$ cat src/design/glue_pkg.sv
// shared address map, reset timing and type definitions for the system glue; import with glue_pkg::*
`default_nettype none

package glue_pkg;

	// --------------------
	// bus widths
	// --------------------
	localparam int ADDR_W = 23; // word address, cpu a23..a1
	localparam int DATA_W = 16;

	// --------------------
	// address map
	// --------------------
	// all values are word addresses, i.e. the byte address shifted right by one
	localparam int unsigned RAM_BLOCK_WORDS = 32'h0004_0000; // one 512 KB ram step
	localparam int unsigned PAGE_WORDS      = 32'h0000_8000; // one 64 KB page
	localparam int unsigned CHIP_BASE       = 32'h0000_0000; // byte $000000
	localparam int unsigned SLOW_BASE       = 32'h0060_0000; // byte $c00000, up to 1.5 MB
	localparam int unsigned ROM_BASE        = 32'h007c_0000; // byte $f80000, 512 KB kickstart
	localparam int unsigned CIA_BASE        = 32'h005f_8000; // byte $bf0000
	localparam int unsigned CUSTOM_BASE     = 32'h006f_8000; // byte $df0000
	localparam int unsigned RTC_BASE        = 32'h006e_0000; // byte $dc0000
	localparam int unsigned OVL_LIMIT       = 32'h0004_0000; // byte $080000, kick mirror at 0

	// --------------------
	// reset sequencing
	// --------------------
	localparam int RESET_FRAMES = 4; // frame starts to wait after the last request
	localparam int FRAME_CNT_W  = $clog2(RESET_FRAMES + 1);

	// configuration field widths from the host mcu
	localparam int MEMCFG_W  = 7; // [1:0] chip size, [3:2] slow size
	localparam int CHIPCFG_W = 5; // [1] ntsc, [4] aga
	localparam int CPUCFG_W  = 4; // [2] fast chip, [3] fast kick

	// --------------------
	// types
	// --------------------
	typedef enum logic [2:0] {
		RGN_NONE,   // unmapped, reads back zero
		RGN_CHIP,
		RGN_SLOW,
		RGN_ROM,
		RGN_CIA_A,
		RGN_CIA_B,
		RGN_CUSTOM,
		RGN_RTC
	} region_e;

	typedef enum logic [1:0] {
		CYC_IDLE,
		CYC_READ,
		CYC_WRITE
	} cycle_e;

	// external sram bank select
	typedef enum logic [1:0] {
		BANK_CHIP,
		BANK_SLOW,
		BANK_ROM
	} bank_e;

endpackage

`default_nettype wire

$ cat src/design/bus_decode.sv
// cpu address decoder; maps each strobed access to a target region and a cycle type
`timescale 1ns/1ps
`default_nettype none

module bus_decode import glue_pkg::*; (
	input  logic            cpu_as_i,    // one-cycle access strobe
	input  logic            cpu_rw_i,    // 1 = read
	input  logic [ADDR_W:1] cpu_addr_i,  // bit n is byte address bit n
	input  logic            ovl_i,       // kickstart overlay at address 0
	input  logic [1:0]      chip_size_i, // (code + 1) x 512 KB
	input  logic [1:0]      slow_size_i, // code x 512 KB, 0 = none
	output region_e         region_o,
	output cycle_e          cycle_o
);

	logic [31:0] word_addr; // zero extended for range compares
	logic [31:0] chip_top;
	logic [31:0] slow_top;
	region_e     region;

	// base <= addr < base + words
	function automatic logic in_window(input logic [31:0] addr, input logic [31:0] base,
		input logic [31:0] words);
		in_window = (addr >= base) && (addr < base + words);
	endfunction

	// --------------------
	// region decode
	// --------------------
	always_comb begin
		word_addr = 32'(cpu_addr_i);
		chip_top  = (32'(chip_size_i) + 32'd1) * RAM_BLOCK_WORDS; // size of chip window
		slow_top  = 32'(slow_size_i) * RAM_BLOCK_WORDS;          // zero size when no slow ram

		region = RGN_NONE;
		if (in_window(word_addr, ROM_BASE, RAM_BLOCK_WORDS)) begin
			region = RGN_ROM;
		end else if (in_window(word_addr, CHIP_BASE, chip_top)) begin
			// overlay mirrors the rom over low chip ram for reads only
			if (ovl_i && cpu_rw_i && word_addr < OVL_LIMIT)
				region = RGN_ROM;
			else
				region = RGN_CHIP;
		end else if (in_window(word_addr, SLOW_BASE, slow_top)) begin
			region = RGN_SLOW;
		end else if (in_window(word_addr, CIA_BASE, PAGE_WORDS)) begin
			if (!cpu_addr_i[12])
				region = RGN_CIA_A; // $bfe001 style, a12 low
			else if (!cpu_addr_i[13])
				region = RGN_CIA_B; // $bfd000 style, a13 low
		end else if (in_window(word_addr, CUSTOM_BASE, PAGE_WORDS)) begin
			region = RGN_CUSTOM;
		end else if (in_window(word_addr, RTC_BASE, PAGE_WORDS)) begin
			region = RGN_RTC;
		end
	end

	// --------------------
	// cycle type
	// --------------------
	always_comb begin
		if (!cpu_as_i) begin
			cycle_o  = CYC_IDLE;
			region_o = RGN_NONE; // nothing selected without a strobe
		end else begin
			cycle_o  = cpu_rw_i ? CYC_READ : CYC_WRITE;
			region_o = region;
		end
	end

endmodule

`default_nettype wire

$ cat src/design/bus_execute.sv
// access stage; registers a decoded cpu access and fires the target strobes one cycle later
`timescale 1ns/1ps
`default_nettype none

module bus_execute import glue_pkg::*; (
	input  logic              clk,
	input  logic              reset,
	input  region_e           region_i,
	input  cycle_e            cycle_i,
	input  logic [ADDR_W:1]   cpu_addr_i,
	input  logic [DATA_W-1:0] cpu_wdata_i,
	input  logic              cpu_uds_n_i, // upper byte, d15..d8
	input  logic              cpu_lds_n_i, // lower byte, d7..d0
	output logic              ram_rd_o,
	output logic              ram_hwr_o,
	output logic              ram_lwr_o,
	output bank_e             ram_bank_o,
	output logic [ADDR_W:1]   ram_addr_o,
	output logic [DATA_W-1:0] ram_wdata_o,
	output logic              cia_a_sel_o,
	output logic              cia_b_sel_o,
	output logic              custom_sel_o,
	output logic              cpu_wr_o,     // registered access is a write
	output region_e           acc_region_o, // tells the merge stage who answers
	output logic              acc_valid_o
);

	logic active;   // strobed access this cycle
	logic is_write;
	logic mem_rd;   // ram or rom read
	logic ram_wr;   // chip or slow write, rom writes fall out here

	always_comb begin
		active   = (cycle_i != CYC_IDLE);
		is_write = (cycle_i == CYC_WRITE);
		mem_rd   = (cycle_i == CYC_READ) &&
			(region_i == RGN_CHIP || region_i == RGN_SLOW || region_i == RGN_ROM);
		ram_wr   = is_write && (region_i == RGN_CHIP || region_i == RGN_SLOW);
	end

	// --------------------
	// strobes and control
	// --------------------
	always_ff @(posedge clk) begin
		if (reset) begin
			acc_valid_o  <= 1'b0;
			acc_region_o <= RGN_NONE;
			cpu_wr_o     <= 1'b0;
			ram_rd_o     <= 1'b0;
			ram_hwr_o    <= 1'b0;
			ram_lwr_o    <= 1'b0;
			cia_a_sel_o  <= 1'b0;
			cia_b_sel_o  <= 1'b0;
			custom_sel_o <= 1'b0;
		end else begin
			acc_valid_o  <= active; // every access gets a dtack, mapped or not
			acc_region_o <= region_i;
			cpu_wr_o     <= is_write;
			ram_rd_o     <= mem_rd;
			ram_hwr_o    <= ram_wr && !cpu_uds_n_i;
			ram_lwr_o    <= ram_wr && !cpu_lds_n_i;
			cia_a_sel_o  <= active && (region_i == RGN_CIA_A);
			cia_b_sel_o  <= active && (region_i == RGN_CIA_B);
			custom_sel_o <= active && (region_i == RGN_CUSTOM);
		end
	end

	// address and write data, held between accesses
	always_ff @(posedge clk) begin
		if (active) begin
			ram_addr_o  <= cpu_addr_i;
			ram_wdata_o <= cpu_wdata_i;
		end
	end

	// bank follows the registered region
	always_comb begin
		case (acc_region_o)
			RGN_SLOW: ram_bank_o = BANK_SLOW;
			RGN_ROM:  ram_bank_o = BANK_ROM;
			default:  ram_bank_o = BANK_CHIP;
		endcase
	end

endmodule

`default_nettype wire

$ cat src/design/read_merge.sv
// read data return path; ors the answering target with the rtc nibble and registers data and dtack
`timescale 1ns/1ps
`default_nettype none

module read_merge import glue_pkg::*; (
	input  logic              clk,
	input  logic              reset,
	input  logic              acc_valid_i,  // strobe cycle of an access
	input  region_e           acc_region_i,
	input  logic              acc_write_i,
	input  logic [ADDR_W:1]   acc_addr_i,
	input  logic [DATA_W-1:0] mem_rdata_i,    // chip, slow and rom banks
	input  logic [DATA_W-1:0] cia_rdata_i,    // cia b on the high byte, cia a on the low
	input  logic [DATA_W-1:0] custom_rdata_i,
	input  logic [63:0]       rtc_i,          // sixteen bcd nibbles
	output logic [DATA_W-1:0] cpu_rdata_o,
	output logic              cpu_dtack_o
);

	logic              rd;
	logic [3:0]        rtc_nibble;
	logic [DATA_W-1:0] mem_part;
	logic [DATA_W-1:0] cia_part;
	logic [DATA_W-1:0] custom_part;
	logic [DATA_W-1:0] rtc_part;
	logic [DATA_W-1:0] merged;

	// --------------------
	// source gating
	// --------------------
	always_comb begin
		rd         = acc_valid_i && !acc_write_i; // writes read back zero
		rtc_nibble = rtc_i[{acc_addr_i[5:2], 2'b00} +: 4]; // one nibble per long word

		mem_part = '0;
		if (rd && (acc_region_i == RGN_CHIP || acc_region_i == RGN_SLOW ||
			acc_region_i == RGN_ROM))
			mem_part = mem_rdata_i;

		cia_part = '0;
		if (rd && (acc_region_i == RGN_CIA_A || acc_region_i == RGN_CIA_B))
			cia_part = cia_rdata_i;

		custom_part = (rd && acc_region_i == RGN_CUSTOM) ? custom_rdata_i : '0;
		rtc_part    = (rd && acc_region_i == RGN_RTC) ? {{(DATA_W-4){1'b0}}, rtc_nibble} : '0;

		merged = mem_part | cia_part | custom_part | rtc_part; // unmapped leaves zero
	end

	// --------------------
	// return register
	// --------------------
	always_ff @(posedge clk) begin
		if (reset)
			cpu_dtack_o <= 1'b0;
		else
			cpu_dtack_o <= acc_valid_i; // one pulse per access
	end

	always_ff @(posedge clk) begin
		cpu_rdata_o <= merged;
	end

endmodule

`default_nettype wire

$ cat src/design/reset_sequencer.sv
// system reset control; merges reset requests and stretches system reset over a few frames
`timescale 1ns/1ps
`default_nettype none

module reset_sequencer import glue_pkg::*; (
	input  logic clk,
	input  logic reset,
	input  logic rst_ext_i,     // reset from the control block
	input  logic kbd_reset_n_i, // ctrl-amiga-amiga
	input  logic usr_rst_i,     // user reset from the osd
	input  logic cpu_rst_req_i, // host asks to hold only the cpu
	input  logic cpu_reset_n_i, // reset out of the cpu core
	input  logic sof_i,         // start of frame pulse
	output logic sys_reset_o,
	output logic rst_o,         // reset seen by the rest of the machine
	output logic cpu_reset_n_o
);

	logic                   ext_req;
	logic                   hold_q;    // still waiting for frames
	logic [FRAME_CNT_W-1:0] frame_cnt;

	assign ext_req = rst_ext_i || !kbd_reset_n_i || usr_rst_i;

	// --------------------
	// frame counter
	// --------------------
	always_ff @(posedge clk) begin
		if (reset || ext_req) begin
			hold_q    <= 1'b1;
			frame_cnt <= '0; // restart the wait on every request
		end else if (hold_q && sof_i) begin
			if (frame_cnt == FRAME_CNT_W'(RESET_FRAMES - 1))
				hold_q <= 1'b0; // last frame start, release next cycle
			frame_cnt <= frame_cnt + 1'b1;
		end
	end

	// --------------------
	// reset outputs
	// --------------------
	always_comb begin
		sys_reset_o   = hold_q || ext_req; // high for as long as a request is present
		rst_o         = sys_reset_o || !cpu_reset_n_i;
		cpu_reset_n_o = !(sys_reset_o || cpu_rst_req_i);
	end

endmodule

`default_nettype wire

$ cat src/design/feature_control.sv
// configuration register; derives feature flags, pal/ntsc, power led and the mcu vsync toggle
`timescale 1ns/1ps
`default_nettype none

module feature_control import glue_pkg::*; (
	input  logic                 clk,
	input  logic                 reset,
	input  logic                 rst_i,         // machine reset, lets ntsc change
	input  logic [MEMCFG_W-1:0]  config_mem_i,
	input  logic [CHIPCFG_W-1:0] config_chip_i,
	input  logic [CPUCFG_W-1:0]  config_cpu_i,
	input  logic                 ovl_i,
	input  logic                 led_n_i,       // cia a port bit, low = lit
	input  logic                 led_dim_n_i,   // low = dim the led while off
	input  logic                 hblank_i,
	input  logic                 vsync_n_i,
	output logic [1:0]           chip_size_o,
	output logic [1:0]           slow_size_o,
	output logic                 aga_o,
	output logic                 turbochip_o,
	output logic                 turbokick_o,
	output logic                 ntsc_o,
	output logic                 pwr_led_o,
	output logic                 init_o         // toggles once per frame for the mcu
);

	logic ntsc_sel_q;  // requested mode, takes effect on reset
	logic fast_chip_q;
	logic fast_kick_q;
	logic vsync_n_q;   // for edge detect

	// --------------------
	// configuration
	// --------------------
	always_ff @(posedge clk) begin
		if (reset) begin
			chip_size_o <= 2'b00;
			slow_size_o <= 2'b00;
			aga_o       <= 1'b0;
			ntsc_sel_q  <= 1'b0;
			fast_chip_q <= 1'b0;
			fast_kick_q <= 1'b0;
		end else begin
			chip_size_o <= config_mem_i[1:0];
			slow_size_o <= config_mem_i[3:2];
			aga_o       <= config_chip_i[4];
			ntsc_sel_q  <= config_chip_i[1];
			fast_chip_q <= config_cpu_i[2];
			fast_kick_q <= config_cpu_i[3];
		end
	end

	// video standard only switches while the machine is in reset
	always_ff @(posedge clk) begin
		if (reset)
			ntsc_o <= 1'b0; // pal
		else if (rst_i)
			ntsc_o <= ntsc_sel_q;
	end

	// --------------------
	// vsync toggle
	// --------------------
	always_ff @(posedge clk) begin
		if (reset) begin
			vsync_n_q <= 1'b1;
			init_o    <= 1'b0;
		end else begin
			vsync_n_q <= vsync_n_i;
			if (vsync_n_q && !vsync_n_i)
				init_o <= !init_o; // falling edge of vsync
		end
	end

	// turbo paths only with aga and the rom overlay gone
	always_comb begin
		turbokick_o = aga_o && fast_kick_q && !ovl_i;
		turbochip_o = aga_o && fast_chip_q && !ovl_i && (chip_size_o == 2'b11); // 2 MB chip
		pwr_led_o   = !led_n_i || (!led_dim_n_i && hblank_i); // dim glow during hblank
	end

endmodule

`default_nettype wire

$ cat src/design/system_glue.sv
// top of the system glue; decode, access, read return, reset and feature blocks wired together
`timescale 1ns/1ps
`default_nettype none

module system_glue import glue_pkg::*; (
	input  logic                 clk,
	input  logic                 reset,
	// cpu bus
	input  logic                 cpu_as_i,
	input  logic                 cpu_rw_i,
	input  logic [ADDR_W:1]      cpu_addr_i,
	input  logic                 cpu_uds_n_i,
	input  logic                 cpu_lds_n_i,
	input  logic [DATA_W-1:0]    cpu_wdata_i,
	output logic [DATA_W-1:0]    cpu_rdata_o,
	output logic                 cpu_dtack_o,
	// memory and peripheral targets
	output logic                 ram_rd_o,
	output logic                 ram_hwr_o,
	output logic                 ram_lwr_o,
	output bank_e                ram_bank_o,
	output logic [ADDR_W:1]      ram_addr_o,
	output logic [DATA_W-1:0]    ram_wdata_o,
	input  logic [DATA_W-1:0]    mem_rdata_i,
	output logic                 cia_a_sel_o,
	output logic                 cia_b_sel_o,
	input  logic [DATA_W-1:0]    cia_rdata_i,
	output logic                 custom_sel_o,
	input  logic [DATA_W-1:0]    custom_rdata_i,
	output logic                 cpu_wr_o,
	input  logic [63:0]          rtc_i,
	// cia port bits
	input  logic                 ovl_i,
	input  logic                 led_n_i,
	// reset sources and lines
	input  logic                 rst_ext_i,
	input  logic                 kbd_reset_n_i,
	input  logic                 usr_rst_i,
	input  logic                 cpu_rst_req_i,
	input  logic                 cpu_reset_n_i,
	input  logic                 sof_i,
	output logic                 sys_reset_o,
	output logic                 rst_o,
	output logic                 cpu_reset_n_o,
	// configuration and flags
	input  logic [MEMCFG_W-1:0]  config_mem_i,
	input  logic [CHIPCFG_W-1:0] config_chip_i,
	input  logic [CPUCFG_W-1:0]  config_cpu_i,
	input  logic                 led_dim_n_i,
	input  logic                 hblank_i,
	input  logic                 vsync_n_i,
	output logic [1:0]           chip_size_o,
	output logic [1:0]           slow_size_o,
	output logic                 aga_o,
	output logic                 turbochip_o,
	output logic                 turbokick_o,
	output logic                 ntsc_o,
	output logic                 pwr_led_o,
	output logic                 init_o
);

	region_e region;     // decoded, same cycle as the strobe
	cycle_e  cycle;
	region_e acc_region; // registered, strobe cycle
	logic    acc_valid;

	// --------------------
	// bus path
	// --------------------
	bus_decode i_bus_decode (
		.cpu_as_i(cpu_as_i), .cpu_rw_i(cpu_rw_i), .cpu_addr_i(cpu_addr_i), .ovl_i(ovl_i),
		.chip_size_i(chip_size_o), .slow_size_i(slow_size_o),
		.region_o(region), .cycle_o(cycle)
	);

	bus_execute i_bus_execute (
		.clk(clk), .reset(reset), .region_i(region), .cycle_i(cycle),
		.cpu_addr_i(cpu_addr_i), .cpu_wdata_i(cpu_wdata_i),
		.cpu_uds_n_i(cpu_uds_n_i), .cpu_lds_n_i(cpu_lds_n_i),
		.ram_rd_o(ram_rd_o), .ram_hwr_o(ram_hwr_o), .ram_lwr_o(ram_lwr_o),
		.ram_bank_o(ram_bank_o), .ram_addr_o(ram_addr_o), .ram_wdata_o(ram_wdata_o),
		.cia_a_sel_o(cia_a_sel_o), .cia_b_sel_o(cia_b_sel_o), .custom_sel_o(custom_sel_o),
		.cpu_wr_o(cpu_wr_o), .acc_region_o(acc_region), .acc_valid_o(acc_valid)
	);

	read_merge i_read_merge (
		.clk(clk), .reset(reset), .acc_valid_i(acc_valid), .acc_region_i(acc_region),
		.acc_write_i(cpu_wr_o), .acc_addr_i(ram_addr_o),
		.mem_rdata_i(mem_rdata_i), .cia_rdata_i(cia_rdata_i),
		.custom_rdata_i(custom_rdata_i), .rtc_i(rtc_i),
		.cpu_rdata_o(cpu_rdata_o), .cpu_dtack_o(cpu_dtack_o)
	);

	// --------------------
	// reset and features
	// --------------------
	reset_sequencer i_reset_sequencer (
		.clk(clk), .reset(reset), .rst_ext_i(rst_ext_i), .kbd_reset_n_i(kbd_reset_n_i),
		.usr_rst_i(usr_rst_i), .cpu_rst_req_i(cpu_rst_req_i), .cpu_reset_n_i(cpu_reset_n_i),
		.sof_i(sof_i), .sys_reset_o(sys_reset_o), .rst_o(rst_o), .cpu_reset_n_o(cpu_reset_n_o)
	);

	feature_control i_feature_control (
		.clk(clk), .reset(reset), .rst_i(rst_o),
		.config_mem_i(config_mem_i), .config_chip_i(config_chip_i), .config_cpu_i(config_cpu_i),
		.ovl_i(ovl_i), .led_n_i(led_n_i), .led_dim_n_i(led_dim_n_i),
		.hblank_i(hblank_i), .vsync_n_i(vsync_n_i),
		.chip_size_o(chip_size_o), .slow_size_o(slow_size_o), .aga_o(aga_o),
		.turbochip_o(turbochip_o), .turbokick_o(turbokick_o), .ntsc_o(ntsc_o),
		.pwr_led_o(pwr_led_o), .init_o(init_o)
	);

endmodule

`default_nettype wire

$ cat config.mk
export PLATFORM = sky130hd
export DESIGN_NAME = system_glue
export DESIGN_NICKNAME = d
export VERILOG_FILES = /design/src/design/glue_pkg.sv /design/src/design/bus_decode.sv /design/src/design/bus_execute.sv /design/src/design/read_merge.sv /design/src/design/reset_sequencer.sv /design/src/design/feature_control.sv /design/src/design/system_glue.sv
export SDC_FILE = /design/constraint.sdc
export NUM_CORES = 1
export LEC_CHECK = 0
export BUFFER_PORTS_ARGS = -buffer_cell sky130_fd_sc_hd__clkbuf_2
export CORE_AREA = 3 3 101 103
export DETAILED_ROUTE_END_ITERATION = 7
export DIE_AREA = 0 0 104 106
export GPL_ROUTABILITY_DRIVEN = 0
export PLACE_DENSITY = 0.75
export SLEW_MARGIN = 0
export SYNTH_ARGS = -nofsm -noshare
export SYNTH_HDL_FRONTEND = slang
export SYNTH_SLANG_ARGS = --single-unit
$ cat constraint.sdc
create_clock -name clk -period 1.9 [get_ports clk]
set_input_delay 0 -clock clk [delete_from_list [all_inputs] [get_ports clk]]
set_output_delay 0 -clock clk [all_outputs]
set_load 0.1 [all_outputs]
==> results.yml <==
yosys:
  syn-num-nets: 456
  synth-edff-count: 39
  synth_compound_area_share_pct: 8.45
  ys_warn_count: 0
  synth_top_family_by_area: "simple AND/OR/NAND/NOR gates"
  muxShareOfSynthArea_pct: 13.8
  ys_ff_latch: 82
  netlist_area_um2: 3540
  synthAdderAreaFrac_pct: 2.12
  synth_ff_type: "dfxtp_1"
  avgSynthCellArea_um2: 13.3
  async_flop_share_pct: 0
  postSynthCellCount: 266
  yosys.area_share.simple_pct: 14.5
  yosysSeqAreaShare_pct: 57.4
  synthXorXnorAreaFrac_pct: 0.743
  synth.distinct_cells: 48
layout:
  fin_cells: 770
  diodes: 0
  nets: 826
  final_cell_area_um2: 6350
  drive_gt1_share_pct: 47.7
  final_common_cell: "clkbuf_2"
  n_fill_cell: 689
  mostFrequentLayoutCells: "clkbuf_2, dlygate4sd3_1, edfxtp_1"
  syn_to_final_growth_pct: 79.7
  fin_util_pct: 68.5
clock_tree:
  htreeDepth: 3
  ctsRootBufferMaster: "clkbuf_8"
  cts_max_path_buffers: 2
  cts_buffers: 9
  clkLatencyLatePin_ns: 0.35
  clkTransAtPathRegs_ns: 0.10
  cts.sinks: 82
  cts_tree: "done"
floorplan:
  fp.dieH_um: 106
  dieArea_um2: 11000
  dieWidth_um: 104
  ios: 262
  start_util_pct: 38.1
  placementRows: 35
  core_region_area_um2: 9280
route:
  drc: 0
  first_pass_iters: 5
  wl_per_cell_um: 16.9
  drt_iter0_drc: 239
  vias: 3767
  wl_um: 13000
  detail-route-antenna-nets: 0
  via_per_inst: 4.89
sta:
  skew_ns: 0.0170
  setup_viol: 0
  slew_headroom_pct: 60.9
  hold_viol_final: 0
  rsz0062_at_grt: "true"
  worstMarginPinSlew_ns: 0.590
  fin_setup_tns_ns: 0
  final.setup.worst_slack_ns: 0.0549
  finalMaxSlewViolations: 0
  max_freq_mhz: 542
  finalCritPeriodShare_pct: 97.1
  period_needed_ns: 1.85
worst_hold_path:
  hp-class: "in2reg"
grt:
  grt_max_degree: 40
  grt_pass1_wl_um: 20300
  overflow: 0
  antenna_found_initial: 0
  grt_util_all_layers_pct: 23.1
  grt_pass1_vias: 4033
worst_setup_path:
  crit_fanout: 4
  critical_path.startpoint_type: "flip-flop"
  critPathMaxStageDelay_ns: 0.37
  cpMaxStageDelayCell: "dfxtp_4"
  worstSetupPathType: "reg2reg"
  worst_path_most_repeated_cell: "ha_4"
  cp.required_ns: 2.13
  cp-end-kind: "flip-flop"
  path_cells: "ha_4 -> inv_4 -> ha_4 -> o21ai_2 -> o211ai_1 -> o21a_1 -> nand2_2 -> o2111a_1"
  crit_arrival_ns: 2.07
place:
  hpwlAfterDp_um: 8470
  pre_cts_slack_ns: 0.0702
  placed_cells_incl_taps: 642
  port_buffers: 253
  place_area_um2: 4990
power_and_ir_drop:
  pwr_density_cell_nw_per_um2: 724
  p_leak_uw: 0.00300
  peakVddDrop_mv: 0.451
status:
  status: "completed"
run:
  drv_cap: 0
-- worst max-delay path: cells and delay by family, from the launching register on --
| family | cells | cell delay [ns] |
|---|---|---|
| flops | 1 | 0.37 |
| buf+inv | 1 | 0.03 |
| simple gates | 1 | 0.08 |
| fa+ha+maj | 2 | 0.51 |
| compound gates | 4 | 0.73 |
-- worst paths after layout --
check / depth (start not counted) / to / start / slack, ns
max: 8 / i_bus_execute.ram_rd_o / i_feature_control.chip_size_o[0] / 0.05
min: 2 / i_feature_control.ntsc_sel_q / reset / 0.01
max reg2reg: 8 / i_bus_execute.ram_rd_o / i_feature_control.chip_size_o[0] / 0.05
min reg2reg: 2 / i_feature_control.ntsc_o / i_feature_control.ntsc_sel_q / 0.49
-- state kept, by name (all words and copies together), names as in the netlist, 2 cells and up --
| register | cells |
|---|---|
| i_bus_execute.acc_region_o | 3 |
| i_bus_execute.ram_addr_o | 23 |
| i_bus_execute.ram_wdata_o | 16 |
| i_feature_control.chip_size_o | 2 |
| i_feature_control.slow_size_o | 2 |
| i_read_merge.cpu_rdata_o | 16 |
| i_reset_sequencer.frame_cnt | 3 |
-- per-layer routing --
metal / GRT usage (%) / vias to the layer above / part of all wire, %
met5: 0 / - / 0
met4: 8.74 / 0 / 3.0
met3: 8.50 / 43 / 9.5
met2: 41.7 / 229 / 52
met1: 24.5 / 1731 / 36
li1: - / 1764 / -
-- layout make-up --
type                       instances  area (um2)  area share (%)
timing repair buffer             371        2450            38.5
clock buffer                       9         124            1.95
multi-input combinational        164        1460            23.0
inverter                           8        32.5           0.512
tap                              129         161            2.54
clock inverter                     7        80.1            1.26
sequential                        82        2050            32.2
-- through the flow --
step	total power (uW)	hold slack [ns]
floorplan	2820	0.0646
global placement	3110	0.178
detailed placement	3130	0.179
CTS	4610	0.00260
global route	4780	0.0187
finish	4600	0.0136
-- cell families after synthesis --
kind of cell | count (synthesis)
AOI/OAI and AO/OA | 38
xor gates and xnor gates | 3
adders and majority gates | 6
buffers and inverters | 20
DFF | 82
muxes | 25
and+or+nand+nor | 92
-- where the power goes --
part / leakage [uW] / switching [uW] / internal, uW
clock network: 0.000103 / 687 / 629
logic: 0.00217 / 855 / 445
registers: 0.000735 / 41.8 / 1940
-- cells in the mapped netlist (all sizes together), types with 2 or more instances --
master / n / area (um2)
a21oi: 4 / 20.0
nor2b: 11 / 68.8
o22a: 4 / 35.0
edfxtp: 39 / 1170
a22oi: 13 / 97.6
mux2i: 9 / 90.1
ha: 6 / 75.1
nor3: 4 / 20.0
inv: 8 / 30.0
a21o: 2 / 15.0
and3b: 4 / 35.0
nor2: 10 / 37.5
nand3b: 2 / 15.0
nand3: 4 / 20.0
o21ai: 4 / 20.0
and2: 3 / 18.8
nor4bb: 2 / 20.0
and4b: 3 / 30.0
mux4: 16 / 398
dfxtp: 43 / 861
or4b: 2 / 23.8
nand2b: 2 / 12.5
nand2: 35 / 131
clkbuf: 6 / 22.5
a222oi: 4 / 40.0
buf: 6 / 51.3
xnor2: 2 / 17.5
or2: 3 / 18.8
-- repair_timing --
item / CTS / global route
setup buffers: 0 / 1
endpoints found under the setup margin: 0 / 18
gates resized for setup: 0 / 11
hold buffers: 111 / 0
hold endpoints to repair: 75 / 0
Note: power is estimated with default switching activity, not from simulation.
